[src/fb_consts.svh]
`ifndef FB_CONSTS_SVH
`define FB_CONSTS_SVH

// lanes per wave, one per core
`define FB_LANES 4

// frame buffer size in 32-bit words
`define FB_DEPTH 2048
`define FB_ADDR_W 11

// data word and its byte strobes
`define FB_DATA_W 32
`define FB_STRB_W 4

// byte address window mapped onto the frame buffer
// upper bound is exclusive
`define FB_BASE 32'h0000_3000
`define FB_LIMIT 32'h0000_5000

`endif
[src/fb_pkg.sv]
`include "fb_consts.svh"

package fb_pkg;

	// lane number inside a wave
	typedef logic [$clog2(`FB_LANES)-1:0] lane_id_t;
	// one bit per lane
	typedef logic [`FB_LANES-1:0] lane_mask_t;
	// word index into the frame buffer
	typedef logic [`FB_ADDR_W-1:0] fb_addr_t;
	typedef logic [`FB_DATA_W-1:0] fb_data_t;
	// all strobes low means a read
	typedef logic [`FB_STRB_W-1:0] fb_strb_t;

	// one frame buffer access, tagged with the lane it came from
	typedef struct packed {
		fb_addr_t addr;
		fb_data_t wdata;
		fb_strb_t strb;
		lane_id_t id;
	} fb_req_t;

endpackage

[src/fb_ifs.sv]
`timescale 1ns/1ns
`include "fb_consts.svh"

// per-lane requests from gather to the arbiter
// request bit and entry stay put until grant is seen
interface fb_req_if import fb_pkg::*; ();
	lane_mask_t request;
	fb_req_t req [`FB_LANES];
	// combinational, one-hot or zero
	lane_mask_t grant;

	modport source (
		output request,
		output req,
		input grant
	);

	modport arbiter (
		input request,
		input req,
		output grant
	);
endinterface


[src/req_arbiter.sv]
`timescale 1ns/1ns
`include "fb_consts.svh"

module req_arbiter import fb_pkg::*; (
	input logic clk,
	input logic nRST,
	fb_req_if.arbiter req,
	output logic stage_a_valid,
	output fb_req_t stage_a
);

	lane_id_t sel;
	logic found;

	// priority encoder where the lowest lane wins
	// walk down so the last hit is the lowest index
	always_comb begin
		sel = '0;
		found = 1'b0;
		for (int i = `FB_LANES - 1; i >= 0; i--) begin
			if (req.request[i]) begin
				sel = lane_id_t'(i);
				found = 1'b1;
			end
		end
		req.grant = found ? (lane_mask_t'(1) << sel) : '0;
	end

	// stage A valid
	always_ff @(posedge clk) begin
		if (!nRST) begin
			stage_a_valid <= 1'b0;
		end else begin
			stage_a_valid <= found;
		end
	end

	// stage A payload with the lane id taken from the entry
	always_ff @(posedge clk) begin
		if (found) begin
			stage_a <= req.req[sel];
		end
	end

	// grant is the lowest set request bit and thus one-hot or zero
	a_grant_lowest: assert property (@(posedge clk) disable iff (!nRST)
		req.grant == (req.request & lane_mask_t'(~req.request + 1'b1)));

endmodule

[src/flat_wrapper.sv]
// flat-port wrapper written by rule: the top's interface ports become plain ports
module req_arbiter_flat import fb_pkg::*;
  (clk, nRST, stage_a_valid, stage_a, req_request, req_req, req_grant);
  fb_req_if req_i ();
  input logic clk;
  input logic nRST;
  output logic stage_a_valid;
  output fb_req_t stage_a;
  input wire logic [$bits(req_i.request)-1:0] req_request;
  input wire logic [$bits(req_i.req)-1:0] req_req;
  output wire logic [$bits(req_i.grant)-1:0] req_grant;
  assign req_i.request = req_request;
  assign req_i.req = {>>{req_req}};
  assign req_grant = req_i.grant;
  req_arbiter u_core (.clk(clk), .nRST(nRST), .req(req_i), .stage_a_valid(stage_a_valid), .stage_a(stage_a));
endmodule
[config.mk]
export PLATFORM = sky130hd
export DESIGN_NAME = req_arbiter_flat
export DESIGN_NICKNAME = d
export VERILOG_FILES = /design/src/fb_pkg.sv /design/src/fb_ifs.sv /design/src/req_arbiter.sv /design/src/flat_wrapper.sv
export VERILOG_INCLUDE_DIRS = /design/src
export SDC_FILE = /design/constraint.sdc
export NUM_CORES = 1
export LEC_CHECK = 0
export ABC_AREA = 1
export BUFFER_PORTS_ARGS = -buffer_cell sky130_fd_sc_hd__buf_2
export CAP_MARGIN = 10
export CORE_AREA = 2 2 98 100
export DETAILED_ROUTE_END_ITERATION = 12
export DIE_AREA = 0 0 100 102
export PLACE_DENSITY = 0.88
export RECOVER_POWER = 25
export SYNTH_ARGS = -nofsm -noshare
export SYNTH_HDL_FRONTEND = slang
export SYNTH_SLANG_ARGS = --single-unit
export TNS_END_PERCENT = 30
[constraint.sdc]
create_clock -name clk -period 2.92 [get_ports clk]
set_clock_uncertainty 0.15 [all_clocks]
set_input_delay 0.438 -clock clk [delete_from_list [all_inputs] [get_ports clk]]
set_output_delay 0.438 -clock clk [all_outputs]
set_load 0.02 [all_outputs]
# Yosys cells after proc, flatten, opt, wreduce, memory -nomap -nowiden
# Index checks and enable logic that the tools add are counted.
dict set report totals {
  input_bits 202
  output_inout_bits 54
  wordCells 20
  regBits 50
}
dict set report op_classes {
  n_shift 1
  muxes 12
  bitwise_logic 1
  n_lt_le_gt_ge 1
}
# op count
set op_table {}
lappend op_table {{binary-select mux 49 bit (select 2 bit)} 1}
lappend op_table {{two-way mux 49 bit} 2}
lappend op_table {{two-way mux 2 bit} 4}
lappend op_table {{two-way mux 1 bit} 4}
lappend op_table {{two-way mux 4 bit} 1}
lappend op_table {{<< shifter 1 x 2 -> 4 bit (first input constant)} 1}
lappend op_table {{greater-or-equal comparator 3 bit (second input constant)} 1}
lappend op_table {{NOT 2 -> 3 bit} 1}

# Longest topological paths before layout
# Gate-level depths: netlist of run 1.
dict set report logic_depth {
  ltp_word 8
  ltp_mapped 9
  mapped_depth_nobuf 7
}

# Least setup slack after synthesis of run 1
# OpenSTA, ideal clock, no wires.
dict set report synth_path {
  kind {in2reg}
  start {input port req_request[1]}
  end {register u_core.stage_a[0] (netlist name)}
  t_arrival_ns 1.655
  setup_ns 0.593
  stages 3
  slack_ns 0.523
  cell_sequence {nor2_2 -> buf_2 -> nand2_1}
}
dict set report synth_between {
  elab_chain_cells 2
}
# item line
set synth_rtl {}
lappend synth_rtl {{start, declared} flat_wrapper.sv:9} ;# input wire logic [$bits(req_i.request)-1:0] req_request;
lappend synth_rtl {{two-way mux 1 bit (2 in series)} req_arbiter.sv:21} ;# if (req.request[i]) begin
lappend synth_rtl {{net u_core.found} req_arbiter.sv:13} ;# logic found;
# The timed path passes the listed nets, and every way through them passes these cells.
# A chain may end at the register's enable or synchronous reset.

# Worst setup path after layout of run 1
dict set report layout_path {
  start {input port req_request[0]}
  end {output port req_grant[1]}
}
dict set report layout_between {
  elab_chain_cells 3
  elab_cells_between_ends 4
}
# item line
set layout_rtl {}
lappend layout_rtl {{two-way mux 2 bit} req_arbiter.sv:21}
lappend layout_rtl {{<< shifter 1 x 2 -> 4 bit} req_arbiter.sv:26} ;# req.grant = found ? (lane_mask_t'(1) << sel) : '0;
lappend layout_rtl {{two-way mux 4 bit *} req_arbiter.sv:26}
lappend layout_rtl {{end, declared} flat_wrapper.sv:11} ;# output wire logic [$bits(req_i.grant)-1:0] req_grant;
# Mark *: on every way between the ends. The rest lies on a longest branch, timed or not.

==> flow_summary_export.csv, run 1 <==
group,metric,value,unit
synthesis,yosys_most_used_dff,"edfxtp_1",
final_layout,area_delta_synth_final,35.7,%
synthesis,syn_avg_cell_area,6.44,um2
synthesis,synthTopCellsByArea,"edfxtp_1 (38%), nand3_1 (26%), nand2_1 (15%), inv_1 (15%), buf_2 (3.5%)",
synthesis,synth-seq-cells,50,
min_path,holdCritStartpoint,"nRST",
sta,setup_tns,0,ns
synthesis,synthTopCellsByCount,"nand3_1 (197), nand2_1 (153), inv_1 (150)",
die,start_util,0.423,
sta,min_period_over_period,0.813,
sta,finalHoldViolCount,0,
place,portBuffers,255,
setup_path,crit_top_cell,"buf_2",
setup_path,crit_arrival,1.78,ns
min_path,hp-class,"input pin to register",
synthesis,synth.lib_cells_used.distinct,15,
clock_tree,cts_max_level,2,
sta,setup_viol,0,
power_and_ir_drop,p_int,1.31,mW
synthesis,synth_most_common_cell,"nand3_1",
setup_path,crit_fanout,23,
run_status,status,"finished clean",
synthesis,ys_seq_area_frac,0.387,
grt,grt_pass1_vias,4289,
clock_tree,cts-root-buf,"clkbuf_8",
detailed_routing,drt-wirelength-per-cell,13.5,um
detailed_routing,drtPass1Iterations,5,
final_layout,stdcell_area,5230,um2
power_and_ir_drop,clockPowerShare,0.201,
sta,period_needed,2.37,ns
grt,grt.overflow.total,0,
sta,tightest_slew,1.11,ns
synthesis,synthArstFlopShare,0,
synthesis,netlist_instances,599,
power_and_ir_drop,sw_frac_of_total,0.335,
setup_path,crit_slowest_cell,"inv_2",
job,maxCapViolations,0,
clock_tree,cts_resized,0,
power_and_ir_drop,leakagePower,3.12,nW
final_layout,fin_cells,944,
power_and_ir_drop,power_density,375,nW/um2
synthesis,syn_area,3860,um2
sta,slew-limit-headroom,0.258,
clock_tree,ctsHoldBuffers,0,
die,core,9110,um2
synthesis,synth_top_area_share,0.382,
place,pre_cts_ws,0.520,ns
power_and_ir_drop,total_power,1.96,mW
clock_tree,cts_buffer_depth,2,
clock_tree,numCtsBuffers,5,
sta,slew_violations,0,
detailed_routing,totalWireLength,12700,um
final_layout,num_antenna_cells,0,
min_path,hold_depth,2,
place,dp_hpwl,9340,um
sta,fin_hold_ws,0.221,ns
detailed_routing,detail-route-antenna-nets,0,
power_and_ir_drop,peakVddDrop,0.183,mV
die,io_pins,256,
setup_path,cp-end-kind,"output port",
detailed_routing,drc,0,
clock_tree,cts_tree,"built",
sta,fin_ws,0.547,ns
final_layout,nets,1034,
die,fp.dieArea,10200,um2
synthesis,yosys_warnings,0,
setup_path,crit_required,2.33,ns
power_and_ir_drop,switchingPower,0.657,mW
synthesis,yosysTopAreaCell,"edfxtp_1",
clock_tree,cts_num_sinks,50,
synthesis,synth_fp_nets,801,
detailed_routing,vias,4652,
sta,fmax,421,MHz
die,die_y,102,um
min_path,holdPathEnd,"u_core.stage_a_valid",
place,placed_cell_area,5200,um2
grt,grt_pass1_wl,19600,um
grt,antenna_found_initial,0,
grt,grt_max_degree,52,
die,fp-row-count,35,
grt,track_usage,0.240,
setup_path,crit_chain,"buf_2, inv_2, nand2_2, buf_4, inv_1, buf_2",
final_layout,layout-drive-gt1-share,0.295,
synthesis,synth_edf_count,49,
power_and_ir_drop,comb_power_share,0.327,
detailed_routing,drt_iter0_drc,228,
place,place_inst,936,
die,die_w,100,um
sta,rsz0062_at_grt,"no",
final_layout,final_core_util,0.574,
clock_tree,cts_setup_buffers,0,
clock_tree,clk_pin_slew,0.09,ns
detailed_routing,routed_via_density,4.93,
setup_path,crit_path_max_incr_delay,0.35,ns
setup_path,cp-start-kind,"input pin",
setup_path,crit_type,"input pin to output port",
place,gp_congestion,0.904,
power_and_ir_drop,sequentialPowerShare,0.472,
-- cell usage in the layout (no fill, tap or decap) --
master	synthesis	routed
a21boi_1	1	1
inv_2	4	4
nor2_1	1	1
nand3_2	0	1
nor2_4	0	1
nand2_2	0	4
nand2_1	153	149
dfxtp_1	1	1
clkbuf_8	0	5
edfxtp_1	49	49
nand3_1	197	196
buf_2	27	218
clkbuf_2	0	1
buf_4	1	10
clkbuf_1	11	40
nor3_4	0	1
inv_1	150	150
buf_12	0	1
-- registers in the layout (all words and copies together), names as in the netlist --
| signal | cells |
|---|---|
| u_core.stage_a | 49 |
| u_core.stage_a_valid | 1 |
-- how the worst max path moves through the flow --
stage | cells after the start | slack [ns] | endpoint | from
5_1_grt | 6 | 0.41 | req_grant[1] | req_request[0]
3_5_place_dp | 6 | 0.52 | req_grant[1] | req_request[0]
6_report | 6 | 0.55 | req_grant[1] | req_request[0]
4_1_cts | 6 | 0.52 | req_grant[1] | req_request[0]
2_1_floorplan | 3 | 0.52 | u_core.stage_a[0] | req_request[1]
3_3_place_gp | 6 | 0.55 | req_grant[1] | req_request[0]
-- power by group through the flow --
stage | logic, mW | clock network [mW] | registers [mW]
after global routing | 0.709 | 0.439 | 0.933
after floorplan | 0.242 | 0 | 1.07
after CTS | 0.664 | 0.408 | 0.923
after global placement | 0.648 | 0 | 0.936
final | 0.642 | 0.395 | 0.925
after detailed placement | 0.663 | 0 | 0.940
-- cell type report --
| cell class | count | area (um2) |
|---|---|---|
| well taps | 111 | 139 |
| flip-flops and latches | 50 | 1490 |
| inverters | 154 | 578 |
| multi-input cells | 354 | 1610 |
| clock buffers | 8 | 80.1 |
| repair buffers | 267 | 1330 |
| fillers | 901 | 3880 |
-- layer usage --
layer,part of all wire,wire (um),up-vias,track usage
li1,-,-,2318,-
met1,0.38,4860,2057,0.292
met2,0.50,6400,258,0.435
met3,0.10,1270,19,0.0506
met4,0.015,191,0,0.0653
met5,0,0,-,0
-- logic make-up after synthesis --
| kind of cell | synth area share |
|---|---|
| flops | 0.387 |
| compound gates | 0.00195 |
| simple gates | 0.410 |
| buf+inv | 0.201 |
-- critical path: cells and delay by family --
family / cells / cell delay (ns)
buf+inv: 5 / 0.99
simple gates: 1 / 0.35
No activity file was read; power rests on OpenSTA's default activity.
==> run 2: changes to the inputs <==
--- a/config.mk
+++ b/config.mk
@@ -9,10 +9,10 @@
 export ABC_AREA = 1
 export BUFFER_PORTS_ARGS = -buffer_cell sky130_fd_sc_hd__buf_2
 export CAP_MARGIN = 10
-export CORE_AREA = 2 2 98 100
+export CORE_ASPECT_RATIO = 1.2
+export CORE_UTILIZATION = 39
 export DETAILED_ROUTE_END_ITERATION = 12
-export DIE_AREA = 0 0 100 102
-export PLACE_DENSITY = 0.88
+export PLACE_DENSITY = 0.85
 export RECOVER_POWER = 25
 export SYNTH_ARGS = -nofsm -noshare
 export SYNTH_HDL_FRONTEND = slang
==> constraint.sdc (replaced) <==
create_clock -name clk -period 2 [get_ports clk]
set_clock_uncertainty 0.15 [all_clocks]
set_input_delay 0.3 -clock clk [delete_from_list [all_inputs] [get_ports clk]]
set_output_delay 0.3 -clock clk [all_outputs]
set_load 0.02 [all_outputs]
==> run 2 against run 1 <==
Effect of this change:
- final cell count rose by 1.3%
- first-iteration DRC count rose by 5.3%
- wire length fell by 7.1%
- via count fell by 1.6%
- total power rose by 59%
- flip-flop and latch count did not move
- worst setup slack got worse by 0.16 ns
==> flow_summary_export.csv, run 2 (synthesis gave the netlist of run 1 again) <==
group,metric,value,unit
power_and_ir_drop,peakVddDrop,0.309,mV
setup_path,crit_path_start,"req_request[1]",
power_and_ir_drop,switchingPower,0.985,mW
detailed_routing,drt_iter0_drc,240,
final_layout,largest-register,"u_core.stage_a",
grt,antenna_found_initial,0,
clock_tree,cts_num_sinks,50,
final_layout,fill_cells,939,
setup_path,cp-end-kind,"output port",
grt,grt.overflow.total,0,
setup_path,crit_arrival,1.16,ns
final_layout,stdcell_area,5370,um2
setup_path,crit_cells,4,
grt,grt_pass1_wl,18800,um
power_and_ir_drop,p_int,2.13,mW
grt,grt_max_degree,51,
detailed_routing,totalWireLength,11800,um
die,io_pins,256,
setup_path,crit_top_cell,"buf_2",
setup_path,critPathCapture,"req_grant[2]",
setup_path,crit_chain,"buf_2, nor3_4, buf_12, buf_2",
die,die_y,111,um
sta,tightest_slew,0.535,ns
setup_path,crit_path_max_incr_delay,0.25,ns
final_layout,fin_cells,956,
die,core,9560,um2
min_path,hold_depth,2,
power_and_ir_drop,power_density,580,nW/um2
final_layout,final_common_cell,"buf_2",
place,portBuffers,255,
setup_path,cpLargestDelayFamily,"buffers and inverters",
detailed_routing,vias,4579,
die,fp.dieArea,10300,um2
setup_path,crit_fanout,50,
clock_tree,cts_buffer_depth,2,
power_and_ir_drop,sequentialPowerShare,0.433,
sta,setup_viol,0,
detailed_routing,routed_via_density,4.79,
setup_path,cp-start-kind,"input pin",
detailed_routing,drt-wirelength-per-cell,12.3,um
detailed_routing,drtPass1Iterations,5,
detailed_routing,detail-route-antenna-nets,0,
power_and_ir_drop,total_power,3.11,mW
final_layout,area_delta_synth_final,39.2,%
final_layout,nets,1034,
power_and_ir_drop,clockPowerShare,0.263,
clock_tree,cts-root-buf,"clkbuf_16",
die,die_w,92.8,um
grt,track_usage,0.227,
final_layout,num_antenna_cells,0,
min_path,hp-class,"input pin to register",
clock_tree,cts_resized,0,
final_layout,layout-drive-gt1-share,0.295,
final_layout,largest_reg_flops,49,
sta,setup_tns,0,ns
die,start_util,0.403,
place,gp_congestion,0.843,
sta,min_period_over_period,0.806,
run_status,status,"finished clean",
final_layout,layout_common_cells,"buf_2 (218), nand3_1 (196), inv_1 (150), nand2_1 (149), edfxtp_1 (49)",
power_and_ir_drop,comb_power_share,0.304,
sta,slew-limit-headroom,0.644,
setup_path,crit_type,"input pin to output port",
grt,grt_pass1_vias,4256,
sta,fmax,621,MHz
place,dp_hpwl,8590,um
setup_path,crit_slowest_cell,"buf_12",
power_and_ir_drop,sw_frac_of_total,0.316,
place,placed_cell_area,5280,um2
sta,rsz0062_at_grt,"no",
sta,period_needed,1.61,ns
power_and_ir_drop,leakagePower,3.17,nW
clock_tree,cts_setup_buffers,0,
die,fp-row-count,39,
clock_tree,cts_max_level,2,
sta,slew_violations,0,
final_layout,reg_top3,"u_core.stage_a x49, u_core.stage_a_valid x1",
job,maxCapViolations,0,
detailed_routing,drc,0,
clock_tree,ctsHoldBuffers,0,
clock_tree,clk_pin_slew,0.07,ns
place,place_inst,948,
setup_path,crit_required,1.55,ns
clock_tree,numCtsBuffers,5,
setup_path,cp.buffers_inverters,3,
sta,finalHoldViolCount,0,
clock_tree,cts_tree,"built",
run 2: changes by cell type in the layout (fill, tap and decap cells not counted), sizes merged:
cell and delta:
clkinv +2, clkbuf -2
run 2: worst min-delay path by stage:
stage	from	to	slack, ns
floorplan	nRST	u_core.stage_a_valid	0.30
global placement	nRST	u_core.stage_a_valid	0.43
detailed placement	nRST	u_core.stage_a_valid	0.42
CTS	nRST	u_core.stage_a_valid	0.13
global route	nRST	u_core.stage_a_valid	0.13
finish	nRST	u_core.stage_a_valid	0.14
run 2: power groups by stage:
stage / sequential (mW) / clock [mW] / combinational, mW
after floorplan: 1.56 / 0 / 0.354
after global placement: 1.36 / 0 / 0.964
after detailed placement: 1.37 / 0 / 0.975
after CTS: 1.35 / 0.834 / 0.977
after global routing: 1.36 / 0.871 / 1.04
final: 1.35 / 0.819 / 0.946
run 2: metrics by stage:
| step | util | hold WS, ns | setup slack, ns |
|---|---|---|---|
| finish | 0.561 | 0.136 | 0.389 |
| global route | 0.561 | 0.131 | 0.329 |
| CTS | 0.566 | 0.130 | 0.378 |
| detailed placement | 0.552 | 0.425 | 0.322 |
| global placement | 0.552 | 0.434 | 0.365 |
| floorplan | - | 0.303 | 0.233 |
run 2: cell type report:
class                           count  area, um2  share of cell area
Clock buffer                        6        129              0.0240
Tap cell                          123        154              0.0287
Multi-Input combinational cell    354       1610               0.301
Timing Repair Buffer              267       1390               0.259
Sequential cell                    50       1490               0.278
Inverter                          154        578               0.108
Clock inverter                      2       8.76             0.00163
run 2: layer usage:
layer / routed length [um] / vias to the layer above / track usage
li1: - / 2317 / -
met1: 4490 / 2003 / 0.259
met2: 6090 / 237 / 0.414
met3: 948 / 22 / 0.0405
met4: 271 / 0 / 0.0831
met5: 0 / - / 0
