## config.mk

```make
export PLATFORM = sky130hd
export DESIGN_NAME = lane_gather_flat
export DESIGN_NICKNAME = d
export VERILOG_FILES = /design/src/fb_pkg.sv /design/src/fb_ifs.sv /design/src/lane_gather.sv /design/src/flat_wrapper.sv
export VERILOG_INCLUDE_DIRS = /design/src
export SDC_FILE = /design/constraint.sdc
export NUM_CORES = 1
export LEC_CHECK = 0
export BUFFER_PORTS_ARGS = -buffer_cell sky130_fd_sc_hd__clkbuf_2
export CORE_AREA = 10 10 244 246
export CTS_CLUSTER_DIAMETER = 80
export DETAILED_ROUTE_END_ITERATION = 8
export DIE_AREA = 0 0 254 256
export GPL_TIMING_DRIVEN = 1
export SLEW_MARGIN = 20
export SYNTH_ARGS = -nofsm -noshare
export SYNTH_HDL_FRONTEND = slang
export SYNTH_SLANG_ARGS = --single-unit
```

## constraint.sdc

```tcl
create_clock -name clk -period 5.7 [get_ports clk]
set_input_delay 1.14 -clock clk [delete_from_list [all_inputs] [get_ports clk]]
set_output_delay 1.14 -clock clk [all_outputs]
set_load 0.005 [all_outputs]
```

## src/fb_consts.svh

```systemverilog
`ifndef FB_CONSTS_SVH
`define FB_CONSTS_SVH

// lanes per wave, one per core
`define FB_LANES 4

// frame buffer size in 32-bit words
`define FB_DEPTH 2048
`define FB_ADDR_W 11

// data word and its byte strobes
`define FB_DATA_W 32
`define FB_STRB_W 4

// byte address window mapped onto the frame buffer
// upper bound is exclusive
`define FB_BASE 32'h0000_3000
`define FB_LIMIT 32'h0000_5000

`endif
```

## src/fb_pkg.sv

```systemverilog
`include "fb_consts.svh"

package fb_pkg;

	// lane number inside a wave
	typedef logic [$clog2(`FB_LANES)-1:0] lane_id_t;
	// one bit per lane
	typedef logic [`FB_LANES-1:0] lane_mask_t;
	// word index into the frame buffer
	typedef logic [`FB_ADDR_W-1:0] fb_addr_t;
	typedef logic [`FB_DATA_W-1:0] fb_data_t;
	// all strobes low means a read
	typedef logic [`FB_STRB_W-1:0] fb_strb_t;

	// one frame buffer access, tagged with the lane it came from
	typedef struct packed {
		fb_addr_t addr;
		fb_data_t wdata;
		fb_strb_t strb;
		lane_id_t id;
	} fb_req_t;

endpackage

```

## src/fb_ifs.sv

```systemverilog
`timescale 1ns/1ns
`include "fb_consts.svh"

// per-lane requests from gather to the arbiter
// request bit and entry stay put until grant is seen
interface fb_req_if import fb_pkg::*; ();
	lane_mask_t request;
	fb_req_t req [`FB_LANES];
	// combinational, one-hot or zero
	lane_mask_t grant;

	modport source (
		output request,
		output req,
		input grant
	);

	modport arbiter (
		input request,
		input req,
		output grant
	);
endinterface

// tagged responses from the pipeline, no back-pressure
interface fb_resp_if import fb_pkg::*; ();
	logic resp_valid;
	lane_id_t resp_id;
	fb_data_t resp_data;

	modport source (
		output resp_valid,
		output resp_id,
		output resp_data
	);

	modport sink (
		input resp_valid,
		input resp_id,
		input resp_data
	);
endinterface

```

## src/lane_gather.sv

```systemverilog
`timescale 1ns/1ns
`include "fb_consts.svh"

module lane_gather import fb_pkg::*; (
	input logic clk,
	input logic nRST,
	input lane_mask_t lane_valid,
	input logic [31:0] lane_addr [`FB_LANES],
	input fb_data_t lane_wdata [`FB_LANES],
	input fb_strb_t lane_wstrb [`FB_LANES],
	output lane_mask_t lane_ready,
	output fb_data_t lane_rdata [`FB_LANES],
	fb_req_if.source req,
	fb_resp_if.sink resp
);

	lane_mask_t in_win;
	fb_addr_t word_idx [`FB_LANES];
	// wave bookkeeping
	logic busy;
	lane_mask_t cap_mask;
	lane_mask_t served;
	lane_mask_t resp_hit;
	lane_mask_t served_nxt;
	logic start;

	// the only window decode in the design
	always_comb begin
		for (int i = 0; i < `FB_LANES; i++) begin
			in_win[i] = (lane_addr[i] >= `FB_BASE) && (lane_addr[i] < `FB_LIMIT);
			// byte offset into the window turned into words
			word_idx[i] = fb_addr_t'((lane_addr[i] - `FB_BASE) >> 2);
		end
	end

	// lane finished by the response arriving this cycle
	assign resp_hit = resp.resp_valid ? (lane_mask_t'(1) << resp.resp_id) : '0;
	assign served_nxt = served | resp_hit;

	// capture only when idle and not in the ready cycle
	assign start = !busy && (lane_ready == '0) && (lane_valid != '0);

	always_ff @(posedge clk) begin
		if (!nRST) begin
			busy <= 1'b0;
			cap_mask <= '0;
			served <= '0;
			req.request <= '0;
			lane_ready <= '0;
		end else begin
			// ready is a single-cycle pulse
			lane_ready <= '0;
			if (start) begin
				busy <= 1'b1;
				cap_mask <= lane_valid;
				// out-of-window lanes are done already
				served <= lane_valid & ~in_win;
				req.request <= lane_valid & in_win;
			end else if (busy) begin
				// drop a request once the arbiter took it
				req.request <= req.request & ~req.grant;
				served <= served_nxt;
				if (served_nxt == cap_mask) begin
					busy <= 1'b0;
					lane_ready <= served_nxt;
				end
			end
		end
	end

	// request entries and read data buffer
	always_ff @(posedge clk) begin
		if (start) begin
			for (int i = 0; i < `FB_LANES; i++) begin
				req.req[i] <= '{
					addr: word_idx[i],
					wdata: lane_wdata[i],
					strb: lane_wstrb[i],
					id: lane_id_t'(i)
				};
				// outside the window reads back zero
				if (!in_win[i]) begin
					lane_rdata[i] <= '0;
				end
			end
		end
		if (resp.resp_valid) begin
			lane_rdata[resp.resp_id] <= resp.resp_data;
		end
	end

	// ready names only lanes of the wave whose requests all went to the arbiter
	a_ready_in_wave: assert property (@(posedge clk) disable iff (!nRST)
		(lane_ready & (~cap_mask | req.request)) == '0);

	// each requested lane gets exactly one response during its wave
	a_resp_expected: assert property (@(posedge clk) disable iff (!nRST)
		resp.resp_valid |-> busy && cap_mask[resp.resp_id] && !served[resp.resp_id]);

endmodule

```

## src/flat_wrapper.sv

```systemverilog
// flat-port wrapper written by rule: the top's interface ports become plain ports
module lane_gather_flat import fb_pkg::*;
  (clk, nRST, lane_valid, lane_addr, lane_wdata, lane_wstrb, lane_ready, lane_rdata, req_request, req_req, req_grant, resp_resp_valid, resp_resp_id, resp_resp_data);
  fb_req_if req_i ();
  fb_resp_if resp_i ();
  input logic clk;
  input logic nRST;
  input lane_mask_t lane_valid;
  input logic [31:0] lane_addr[`FB_LANES];
  input fb_data_t lane_wdata[`FB_LANES];
  input fb_strb_t lane_wstrb[`FB_LANES];
  output lane_mask_t lane_ready;
  output fb_data_t lane_rdata[`FB_LANES];
  output wire logic [$bits(req_i.request)-1:0] req_request;
  output wire logic [$bits(req_i.req)-1:0] req_req;
  input wire logic [$bits(req_i.grant)-1:0] req_grant;
  input wire logic [$bits(resp_i.resp_valid)-1:0] resp_resp_valid;
  input wire logic [$bits(resp_i.resp_id)-1:0] resp_resp_id;
  input wire logic [$bits(resp_i.resp_data)-1:0] resp_resp_data;
  assign req_request = req_i.request;
  assign req_req = {>>{req_i.req}};
  assign req_i.grant = req_grant;
  assign resp_i.resp_valid = resp_resp_valid;
  assign resp_i.resp_id = resp_resp_id;
  assign resp_i.resp_data = resp_resp_data;
  lane_gather u_core (.clk(clk), .nRST(nRST), .lane_valid(lane_valid), .lane_addr(lane_addr), .lane_wdata(lane_wdata), .lane_wstrb(lane_wstrb), .lane_ready(lane_ready), .lane_rdata(lane_rdata), .req(req_i), .resp(resp_i));
endmodule
```

# [Yosys cells after proc, flatten, opt, wreduce, memory -nomap -nowiden]
# Cells that the tools add are included.
[word_totals] word_cells=76 register_bits=333 inputBits=317 output_inout_bits=332
[op_classes] n_addsub=4 bitwise=10 muxes=17 reduce_logical=12 order_cmp=10 n_eq_ne=1 shift=1
[ops] operator="2-to-1 mux 128 bit" n=2
[ops] operator="2-to-1 mux 32 bit" n=5
[ops] operator="bitwise mux 128 bit" n=1
[ops] operator="greater-or-equal comparator 32 x 14 -> 1 bit, second input constant" n=4
[ops] operator="less-than comparator 32 x 15 -> 1 bit, second input constant" n=4
[ops] operator="demux 32 bit (select 2 bit)" n=1
[ops] operator="subtractor 13 bit, second input constant" n=4
[ops] operator="2-to-1 mux 4 bit" n=5
[ops] operator="AND 4 bit" n=3
[ops] operator="inverter 4 bit" n=2
[ops] operator="logical AND 1 bit" n=7
[ops] operator="equality test 4 bit" n=1
[ops] operator="logical NOT 4 bit" n=1
[ops] operator="bitwise OR 4 bit" n=1
[ops] operator="nonzero test 4 bit" n=1
[ops] operator="OR reduction 4 bit" n=1
[ops] operator="left shift 1 x 2 -> 4 bit, first input constant" n=1
[ops] operator="greater-or-equal comparator 3 bit, second input constant" n=1
[ops] operator="less-than comparator 3 x 1 -> 1 bit, second input constant" n=1
[ops] operator="2-to-1 mux 1 bit" n=3
[ops] operator="inverter 1 bit" n=3
[ops] operator="inverter 2 -> 3 bit" n=1
[ops] operator="nonzero test 2 bit" n=1
[ops] operator="logical NOT 1 bit" n=1

# [Depth between registers and ports, before layout]
# Gate-level depths: netlist of run 1.
[depth] ltp_word=7 mapped_depth=6

# [Least setup slack after synthesis of run 1]
# Ideal clock, no wire load.
[synth_path] path_kind="input to register" start="input port lane_valid[2]" end="register u_core.req.request[0]" arrival_ns=4.061 setup_slack_ns=1.559 setup_time_ns=0.080 path_stages=6 path_buffers=1 path_cell_list="nor4_1 > or3_1 > buf_6 > inv_2 > nand4_1 > a21boi_0"
[synth_between] elab_chain_len=3 elab_cells_between_ends=4 cone_classes="mux: 1; reduce/logical: 3"
[synth_lines] element="start: declaration" line="flat_wrapper.sv:8" source="input lane_mask_t lane_valid;"
[synth_lines] element="nonzero test 4 bit (*)" line="lane_gather.sv:41" source="assign start = !busy && (lane_ready == '0) && (lane_valid != '0);"
[synth_lines] element="logical AND 1 bit (*)" line="lane_gather.sv:41"
[synth_lines] element="via u_core.start" line="lane_gather.sv:25" source="logic start;"
[synth_lines] element="2-to-1 mux 4 bit or nonzero test 2 bit (tied branches)"
[synth_lines] element="end signal: assignment" line="lane_gather.sv:58" source="req.request <= lane_valid & in_win;"
[synth_lines] element="end signal: assignment" line="lane_gather.sv:61" source="req.request <= req.request & ~req.grant;"
[synth_lines] element="end: declaration" line="fb_ifs.sv:13" source="output request,"
# The timed path passes the listed nets; every way through them passes the cells marked *.
# A chain may end at the register's enable or synchronous reset.

# [Worst setup path after layout of run 1]
[layout_path] start="register u_core.lane_ready[1]" end="register u_core.req.req[111] (netlist name)"
[layout_between] elab_chain_len=3
[layout_lines] element="start: declaration" line="lane_gather.sv:11" source="output lane_mask_t lane_ready,"
[layout_lines] element="start signal: assignment" line="lane_gather.sv:65" source="lane_ready <= served_nxt;"
[layout_lines] element="logical NOT 4 bit" line="lane_gather.sv:41"
[layout_lines] element="logical AND 1 bit (2 in series)" line="lane_gather.sv:41"
[layout_lines] element="via u_core.start" line="lane_gather.sv:25"
# The timed path passes the listed nets, and every way through them passes these cells.

==> results of run 1 <==
==> cells by family (layout without fill, tap and decap cells) <==
kind of cell | Yosys count | count (layout) | synth area share
flip-flops | 333 | 333 | 0.7533
buffers and inverters | 60 | 718 | 0.03120
XOR/XNOR | 1 | 1 | 0.0007719
AO/OA/AOI/OAI | 162 | 162 | 0.08831
AND/OR/NAND/NOR | 336 | 336 | 0.1258
other | 2 | 12 | 0.0006618
==> metrics by stage <==
| step | std cells | hold WS (ps) | worst slack [ps] |
|---|---|---|---|
| floorplan | 900 | 444.7 | 1559 |
| global placement | 2187 | 435.5 | 2051 |
| detailed placement | 2187 | 444.8 | 2001 |
| CTS | 2262 | 454.8 | 2473 |
| global route | 2262 | 474.6 | 2310 |
| finish | 2266 | 456.3 | 2501 |
==> sequential cells by signal, summed over array words and instances, names as in the netlist <==
register            count
u_core.req.req        188
u_core.lane_rdata     128
u_core.cap_mask         4
u_core.lane_ready       4
u_core.req.request      4
u_core.served           4
u_core.busy             1
==> placed cells by master (no fill, tap or decap), types with 3 or more instances in the layout <==
cell type and instances:
clkinvlp_4 3, nand2_1 266, dfxtp_1 145, a21oi_4 4, diode_2 4, clkinv_2 8, and3_1 4, nor3_1 8
nor4_1 10, clkbuf_8 3, bufinv_16 3, inv_1 6, o21ai_1 15, or4_1 5, o21ai_0 118, conb_1 8
nor2_1 9, nand4_1 4, nand3b_1 6, clkbuf_16 41, or3b_2 5, a21boi_0 12, a21o_1 4, edfxtp_1 188
clkbuf_1 7, buf_4 3, clkbuf_2 632, a2111oi_4 4, inv_8 4, nand3_1 8
==> routing by layer <==
| metal | GRT usage | share of wire |
|---|---|---|
| met5 | 0 | 0.0026 |
| met3 | 0.07046 | 0.11 |
| met1 | 0.1722 | 0.36 |
| met4 | 0.06037 | 0.035 |
| met2 | 0.2820 | 0.49 |
==> worst reg2reg max path, stage by stage, from the launching register on <==
cell and delay [ps]:
dfxtp_1 320, or4_1 510, or3_1 730, inv_8 830
buf_12 460
==> path summary, 6_finish.rpt <==
kind | to | slack [ps]
worst max-delay path | u_core.req.req[111]$_DFFE_PP_ | 2500
worst min-delay path | u_core.lane_rdata[17]$_DFF_P_ | 460
worst max register to register | u_core.req.req[111]$_DFFE_PP_ | 2500
worst min register to register | u_core.lane_rdata[17]$_DFF_P_ | 460
==> synth_stat cells (all sizes together), types with 2 or more instances <==
master | count | area [um2]
nand2 | 266 | 998.5
edfxtp | 188 | 5645
dfxtp | 145 | 2903
o21ai | 133 | 665.6
clkbuf | 31 | 116.4
buf | 22 | 211.5
a21boi | 12 | 90.09
nor2 | 10 | 37.54
nor4 | 10 | 62.56
nand3 | 9 | 45.04
nor3 | 8 | 40.04
inv | 7 | 26.27
nand3b | 6 | 45.04
and3 | 5 | 31.28
or3b | 5 | 43.79
or4 | 5 | 37.54
a2111oi | 4 | 110.1
a21o | 4 | 30.03
a21oi | 4 | 65.06
nand4 | 4 | 25.02
a211oi | 2 | 15.01
and2 | 2 | 12.51
and4b | 2 | 20.02
conb | 2 | 7.510
or3 | 2 | 12.51
==> cell type report <==
type,count,share of cell area
flip-flops and latches,333,0.5167
diodes,4,0.0006051
clock buffers,51,0.06610
inverters,7,0.002042
repair buffers,636,0.1938
clock inverters,24,0.01709
well taps,704,0.05324
multi-input cells,507,0.1504
==> report_power, final <==
part	switching, mW	total [mW]	internal (mW)	leakage (nW)
Combinational	0.960	1.39	0.425	3.43
Sequential	0.160	3.27	3.12	3.04
Clock	1.12	2.65	1.53	0.670
Total	2.24	7.31	5.07	7.14
==> summary.md, run 1 <==
| Metric | Value |
|---|---|
| Status | `completed` |
| Crit end category | `register` |
| Final net count | `~1800` |
| Worst hold-check path type | `register to register` |
| # Max-Cap Violations | `0` |
| Maximum clock path buffer count | `3` |
| Die X-Extent | `254 um` |
| CTS Hold Bufs | `0` |
| Antenna viol nets, final | `0` |
| # setup viols final | `0` |
| Routed wirelength normalized by instance count | `24.80 um` |
| Clock tree from TritonCTS | `yes` |
| Kind of critical path | `register to register` |
| Weighted congestion at the end of routability-driven global placement | `0.9621` |
| Area growth syn-to-layout | `45.78%` |
| Post-route cell area | `between 15000 and 20000 um2` |
| Count of flip-flops with a built-in enable after synthesis | `approximately 190` |
| Critical path launch point | `u_core.lane_ready[1]$_SDFF_PP0_` |
| Post-route minimum period | `3199 ps` |
| Total global routing track utilization | `0.1629` |
| Total of cells resized after clock tree synthesis | `0` |
| Source of the worst register-to-register timing path | `u_core.lane_ready[1]$_SDFF_PP0_` |
| Post-CTS Repair Setup Buffers | `0` |
| 1st-pass router iterations | `5` |
| Number of ports placed on the die boundary | `649` |
| First-pass GRT wire length | `75860 um` |
| Number of synthesized register bits | `333` |
| Starting density of the core | `0.2076` |
| CP arrival | `between 3000 and 4000 ps` |
| Routed via count divided by cell count | `about 4.3` |
| Clock-pin slew of the registers on the worst-case setup and hold paths | `60 ps` |
| Clock buffer count from CTS | `41` |
| Post-placement cell area | `15160 um2` |
| Filler Cell Count | `around 5700` |
| Total power of the final layout | `7.312 mW` |
| Critical path, cell by cell | `or4_1 > or3_1 > inv_8 > buf_12` |
| Number of stages on the worst hold path | `2` |
| Number of I/O port buffers | `632` |
| Startpoint Class | `register` |
| R2r worst-path depth | `4` |
| Cells after Synth | `894` |
| Fmax | `0.3126 GHz` |
| Share of cells above drive strength 1 | `0.4634` |
| Final period utilization | `0.5612` |
| Slowest cell delay on critical path | `820 ps` |
| Detailed-route wire length | `about 56000 um` |
| Area of the core | `54660 um2` |
| Static power due to leakage | `7.139 nW` |
| Peak fanout along the critical path | `134` |
| H-tree depth reported by CTS | `2` |
| Max-slew violation total from the final report | `0` |
| Number of sinks driven by the clock tree | `333` |
| Die outline area | `between 60000 and 70000 um2` |
| Number of global-route vias before repair | `9830` |
| Number of hold violations in the final report | `0` |
| Stages on the worst setup path | `4` |
| Detailed placement HPWL | `44210 um` |
| Unrepaired setup endpoints after global routing | `false` |
| Area of combinational cells with multiple inputs | `2489 um2` |
| Average size of a mapped cell | `12.69 um2` |
| Aggregate global routing overflow | `0` |
| Cell area after synthesis | `11350 um2` |
| DRT iter0 DRCs | `624` |
| Total number of vias | `9659` |
| Insertion delay of the later-clocked pin in the worst-skew pair | `approximately 580 ps` |
| # rows | `86` |
| Number of antenna violations at the first check in global routing | `13` |
| Cell area power density | `442.0 nW/um2` |
| Layout Utilization | `0.3026` |
| Master of the slowest instance on the critical path | `inv_8` |
| Start point of the worst min-delay path | `u_core.lane_rdata[17]$_DFF_P_` |
| DRC violations left | `0` |
| Clock skew after layout | `about 26 ps` |
| Setup tns final | `0 ps` |
| Clock Root Buffer | `clkbuf_16` |
| Maximum number of pins on one net before global-route repair | `135` |
| Transition time of the tightest slew-check pin | `1062 ps` |
| Asr flop ratio synth | `0` |
| Chip height | `around 260 um` |
| Required time at the worst-slack endpoint | `approximately 5900 ps` |
| Most used DFF post-synth | `edfxtp_1` |
| Crit-path leading delay family | `simple AND/OR/NAND/NOR gates` |
| Sequential fraction of the synthesis area | `0.7533` |
| Synthesis warning total | `0` |
| Crit path buffers/inverters | `2` |
| Max-slew headroom | `0.2917` |
| Synth unique cells | `35` |
| Sequential cell area | `8548 um2` |
| Worst vdd ir | `0.2771 mV` |
(Power assumes the default switching activity.)
==> inputs of run 2 (changes only) <==
- clock period: 5.7 -> 2.77 ns (I/O delays scaled with it)
==> summary.md, run 2 (same netlist as run 1, synthesis figures left out) <==
| Metric | Value |
|---|---|
| CP arrival | `around 3000 ps` |
| Aggregate global routing overflow | `0` |
| Number of hold violations in the final report | `0` |
| # rows | `86` |
| Number of I/O port buffers | `632` |
| Unrepaired setup endpoints after global routing | `false` |
| Crit path buffers/inverters | `1` |
| Largest registers ranked by flip-flop count | `u_core.req.req: 188 flops, u_core.lane_rdata: 128 flops` |
| Static power due to leakage | `approximately 7.2 nW` |
| Transition time of the tightest slew-check pin | `between 900 and 1000 ps` |
| Top register by number of flip-flops | `u_core.req.req` |
| Peak fanout along the critical path | `32` |
| DRT iter0 DRCs | `594` |
| Final Worst Setup Slack | `175.4 ps` |
| H-tree depth reported by CTS | `2` |
| Number of ports placed on the die boundary | `649` |
| Total of cells resized after clock tree synthesis | `0` |
| Detailed placement HPWL | `approximately 46000 um` |
| Fmax | `0.3854 GHz` |
| Setup tns final | `0 ps` |
| Required time at the worst-slack endpoint | `3150 ps` |
| # Max-Cap Violations | `0` |
| Leading cell types in the layout, fill and taps excluded | `clkbuf_2, nand2_1, edfxtp_1, dfxtp_1, o21ai_0` |
| First-pass GRT wire length | `77290 um` |
| Die X-Extent | `approximately 250 um` |
| Worst hold-check path type | `input pin to register` |
| Dpl ws | `122.8 ps` |
| CTS Hold Bufs | `0` |
| Critical path, cell by cell | `or4_1 > or3_1 > buf_4 > a21oi_4 > o21ai_0` |
| Number of flip-flops in the largest register | `approximately 190` |
| Weighted congestion at the end of routability-driven global placement | `0.9525` |
| Maximum number of pins on one net before global-route repair | `48` |
| Leading cell type in the layout, fill and taps excluded | `clkbuf_2` |
| Insertion delay of the later-clocked pin in the worst-skew pair | `560 ps` |
| Clock tree from TritonCTS | `yes` |
| Routed wirelength normalized by instance count | `25.12 um` |
| Kind of critical path | `register to register` |
| Total global routing track utilization | `0.1665` |
| Clock buffer count from CTS | `40` |
| Worst vdd ir | `0.4183 mV` |
| Number of antenna violations at the first check in global routing | `22` |
| Status | `completed` |
| Post-route minimum period | `approximately 2600 ps` |
| Maximum clock path buffer count | `3` |
| Area of the core | `54660 um2` |
| Cell area power density | `910.3 nW/um2` |
| Post-CTS Repair Setup Buffers | `0` |
| Final net count | `1852` |
| Crit end category | `register` |
| Starting density of the core | `0.2076` |
| Clock-pin slew of the registers on the worst-case setup and hold paths | `60 ps` |
| Share of cells above drive strength 1 | `0.4629` |
| Number of sinks driven by the clock tree | `333` |
| Slowest cell delay on critical path | `710 ps` |
| 1st-pass router iterations | `5` |
| Clock Root Buffer | `clkbuf_16` |
| Max-slew headroom | `0.3562` |
| Crit-path leading delay family | `compound AO/OA/AOI/OAI gates` |
| Chip height | `~260 um` |
| Detailed-route wire length | `57130 um` |
| # setup viols final | `0` |
| Master of the slowest instance on the critical path | `a21oi_4` |
| Startpoint Class | `register` |
| Number of global-route vias before repair | `9986` |
| Area growth syn-to-layout | `46.63%` |
| Filler Cell Count | `~5700` |
| DRC violations left | `0` |
| Clock skew after layout | `around 14 ps` |
| Final period utilization | `0.9367` |
| Max-slew violation total from the final report | `0` |
| Total number of vias | `about 10000` |
| Die outline area | `65020 um2` |
| Routed via count divided by cell count | `between 4 and 5` |
| Antenna viol nets, final | `0` |
## run 2: cell count changes in the layout (fill, tap and decap cells not counted), sizes merged
cell	before	now
bufinv	3	6
clkinvlp	3	2
clkinv	13	9
clkbuf	683	681
diode	4	6
buf	4	14
## run 2: through the flow
step	power [mW]	hold WS [ps]	cells	area [um2]	util
after floorplan	7.872	444.7	900	11380	-
after global routing	15.82	128.4	2269	16630	0.3042
after detailed placement	9.902	441.9	2197	15270	0.2793
after global placement	9.856	436.6	2197	15270	0.2793
final	15.15	168.7	2274	16640	0.3044
after CTS	15.45	123.6	2268	16620	0.3041
## run 2: routing by layer
layer / vias up / global-route usage / share of wire
li1: 4403 / - / -
met1: 4767 / 0.1667 / 0.34
met2: 503 / 0.3077 / 0.52
met3: 93 / 0.07817 / 0.11
met4: 30 / 0.03326 / 0.017
met5: - / 0 / 0.0036
## run 2: power breakdown
group / internal [mW] / switching [mW]
Combinational: 0.964 / 1.97
Clock: 3.30 / 2.17
Sequential: 6.39 / 0.348
Total: 10.7 / 4.49
## run 2: area by class of cell
class	count	area [um2]	area share
tap	704	880.8	0.05294
multi-input combinational	507	2487	0.1495
timing repair buffer	646	3318	0.1994
sequential	333	8548	0.5137
clock inverter	22	301.5	0.01812
antenna	6	15.01	0.0009023
clock buffer	49	1055	0.06339
inverter	7	33.78	0.002030
## run 2: worst paths after layout
kind,from,slack [ps],depth (start not counted),endpoint
worst min-delay path,lane_wdata[92],170,1,u_core.req.req[132]$_DFFE_PP_
worst min register to register,u_core.lane_rdata[17]$_DFF_P_,450,2,u_core.lane_rdata[17]$_DFF_P_
worst max-delay path,u_core.lane_ready[1]$_SDFF_PP0_,180,5,u_core.lane_rdata[7]$_DFF_P_
worst max register to register,u_core.lane_ready[1]$_SDFF_PP0_,180,5,u_core.lane_rdata[7]$_DFF_P_
==> inputs of run 3 (changes only) <==
- REMOVE_ABC_BUFFERS: default -> 1
==> summary.md, run 3 (same netlist as run 1, synthesis figures left out) <==
| Metric | Value |
|---|---|
| Area of the core | `54660 um2` |
| Share of cells above drive strength 1 | `0.4619` |
| Number of antenna violations at the first check in global routing | `17` |
| Insertion delay of the later-clocked pin in the worst-skew pair | `550 ps` |
| Detailed placement HPWL | `46320 um` |
| Kind of critical path | `register to register` |
| Most utilized layer in the global route result | `met2` |
| Chip height | `256 um` |
| Largest registers ranked by flip-flop count | `u_core.req.req: 188 flops, u_core.lane_rdata: 128 flops` |
| DRC violations left | `0` |
| Fraction of met2 tracks used by global routing | `0.2968` |
| Aggregate global routing overflow | `0` |
| Master of the slowest instance on the critical path | `a21oi_2` |
| Clock Root Buffer | `clkbuf_16` |
| Routed via count divided by cell count | `approximately 4.3` |
| Starting density of the core | `0.2076` |
| Number of global-route vias before repair | `10000` |
| Leading cell type in the layout, fill and taps excluded | `clkbuf_2` |
| # setup viols final | `0` |
| Critical path, cell by cell | `or4_1 > or3_1 > buf_4 > a21oi_2 > o21ai_0` |
| Routed wirelength normalized by instance count | `25.92 um` |
| Total power of the final layout | `around 15 mW` |
| Max-slew violation total from the final report | `0` |
| Maximum clock path buffer count | `3` |
| Global-route met1 utilization | `0.1787` |
| Total global routing track utilization | `0.1682` |
| Post-route minimum period | `2690 ps` |
| Crit path buffers/inverters | `1` |
| Detailed-route wire length | `58840 um` |
| Weighted congestion at the end of routability-driven global placement | `about 0.94` |
| Maximum number of pins on one net before global-route repair | `41` |
| Startpoint Class | `register` |
| Clock buffer count from CTS | `37` |
| Die outline area | `65020 um2` |
| Number of hold violations in the final report | `0` |
| Crit end category | `register` |
| Top register by number of flip-flops | `u_core.req.req` |
| # rows | `86` |
| Status | `completed` |
| DRT iter0 DRCs | `766` |
| Clock tree from TritonCTS | `yes` |
| Final period utilization | `0.9711` |
| Slowest cell delay on critical path | `820 ps` |
| Clock skew after layout | `18.78 ps` |
| Area of combinational cells with multiple inputs | `2504 um2` |
| Number of flip-flops in the largest register | `188` |
| Worst hold-check path type | `input pin to register` |
| 1st-pass router iterations | `5` |
| Transition time of the tightest slew-check pin | `~1100 ps` |
| Final net count | `~1900` |
| Sequential cell area | `8548 um2` |
| Filler Cell Count | `5665` |
| Peak fanout along the critical path | `16` |
| First-pass GRT wire length | `78000 um` |
| Total number of vias | `9804` |
| Worst vdd ir | `0.4779 mV` |
| Antenna viol nets, final | `0` |
| # Max-Cap Violations | `0` |
| Area growth syn-to-layout | `46.14%` |
| Cell area power density | `906.5 nW/um2` |
| Worst reg2reg setup slack | `80 ps` |
| Clock-pin slew of the registers on the worst-case setup and hold paths | `~60 ps` |
| Die X-Extent | `254 um` |
| Fmax | `0.3717 GHz` |
| Crit-path leading delay family | `compound AO/OA/AOI/OAI gates` |
| CP arrival | `between 3000 and 4000 ps` |
| Layout Utilization | `0.3034` |
| Leading cell types in the layout, fill and taps excluded | `clkbuf_2, nand2_1, edfxtp_1, dfxtp_1, o21ai_0` |
| Static power due to leakage | `7.167 nW` |
| Required time at the worst-slack endpoint | `about 3200 ps` |
| Number of I/O port buffers | `632` |
| Max-slew headroom | `0.2615` |
| Number of ports placed on the die boundary | `649` |
| Number of sinks driven by the clock tree | `approximately 330` |
| H-tree depth reported by CTS | `2` |
| Unrepaired setup endpoints after global routing | `true` |
| GR Layer Usage met3 | `0.06569` |
==> run 3: changes by cell type in the layout (fill, tap and decap cells not counted), moves of 2 or more <==
| cell | before | now |
|---|---|---|
| clkbuf_16 | 40 | 37 |
| clkbuf_8 | 2 | 5 |
| inv_6 | 4 | 1 |
| a21oi_2 | 0 | 2 |
| clkinvlp_4 | 2 | 0 |
| o21ai_0 | 118 | 116 |
| o21ai_1 | 15 | 17 |
==> run 3: where the power goes <==
group | total, mW | switching, mW | internal [mW]
Sequential | 6.74 | 0.350 | 6.39
Clock | 5.20 | 2.03 | 3.16
Combinational | 3.09 | 2.10 | 0.990
==> run 3: timing repair <==
item                                    in CTS  in global routing
endpoints found under the setup margin       0                 37
gates resized for setup                      0                  2
setup buffers                                0                  0
hold buffers                                 0                  0
==> run 3: per-stage QoR <==
step | setup WS, ps | hold slack [ps] | instances | TNS [ps] | cell area [um2]
final | 80.00 | 176.1 | 2270 | 0 | 16580
after global routing | -65.19 | 136.5 | 2267 | -1318 | 16580
after CTS | 9.108 | 131.0 | 2263 | 0 | 16550
after detailed placement | 18.58 | 441.4 | 2198 | 0 | 15270
after global placement | 89.11 | 435.3 | 2198 | 0 | 15270
after floorplan | -1277 | 444.7 | 847 | -248150 | 11040
==> run 3: path summary, 6_finish.rpt <==
check / start / end / cells after the start
hold / removal: lane_wdata[8] / u_core.req.req[14]$_DFFE_PP_ / 1
setup reg to reg: u_core.lane_ready[1]$_SDFF_PP0_ / u_core.lane_rdata[88]$_DFF_P_ / 5
setup / recovery: u_core.lane_ready[1]$_SDFF_PP0_ / u_core.lane_rdata[88]$_DFF_P_ / 5
hold reg to reg: u_core.lane_rdata[42]$_DFF_P_ / u_core.lane_rdata[42]$_DFF_P_ / 2
==> run 3: cell type report <==
cell class	count	share of cell area
Sequential cell	333	0.5154
Timing Repair Buffer	647	0.2005
Multi-Input combinational cell	509	0.1510
Clock buffer	48	0.06134
Tap cell	704	0.05311
Clock inverter	17	0.01584
Inverter	7	0.002037
Antenna cell	5	0.0007544
==> run 3: per-layer routing <==
layer / vias up / wire length [um]
met5: - / 98
met4: 16 / 1849
met3: 91 / 6092
met2: 554 / 29450
met1: 4754 / 21350
li1: 4389 / -
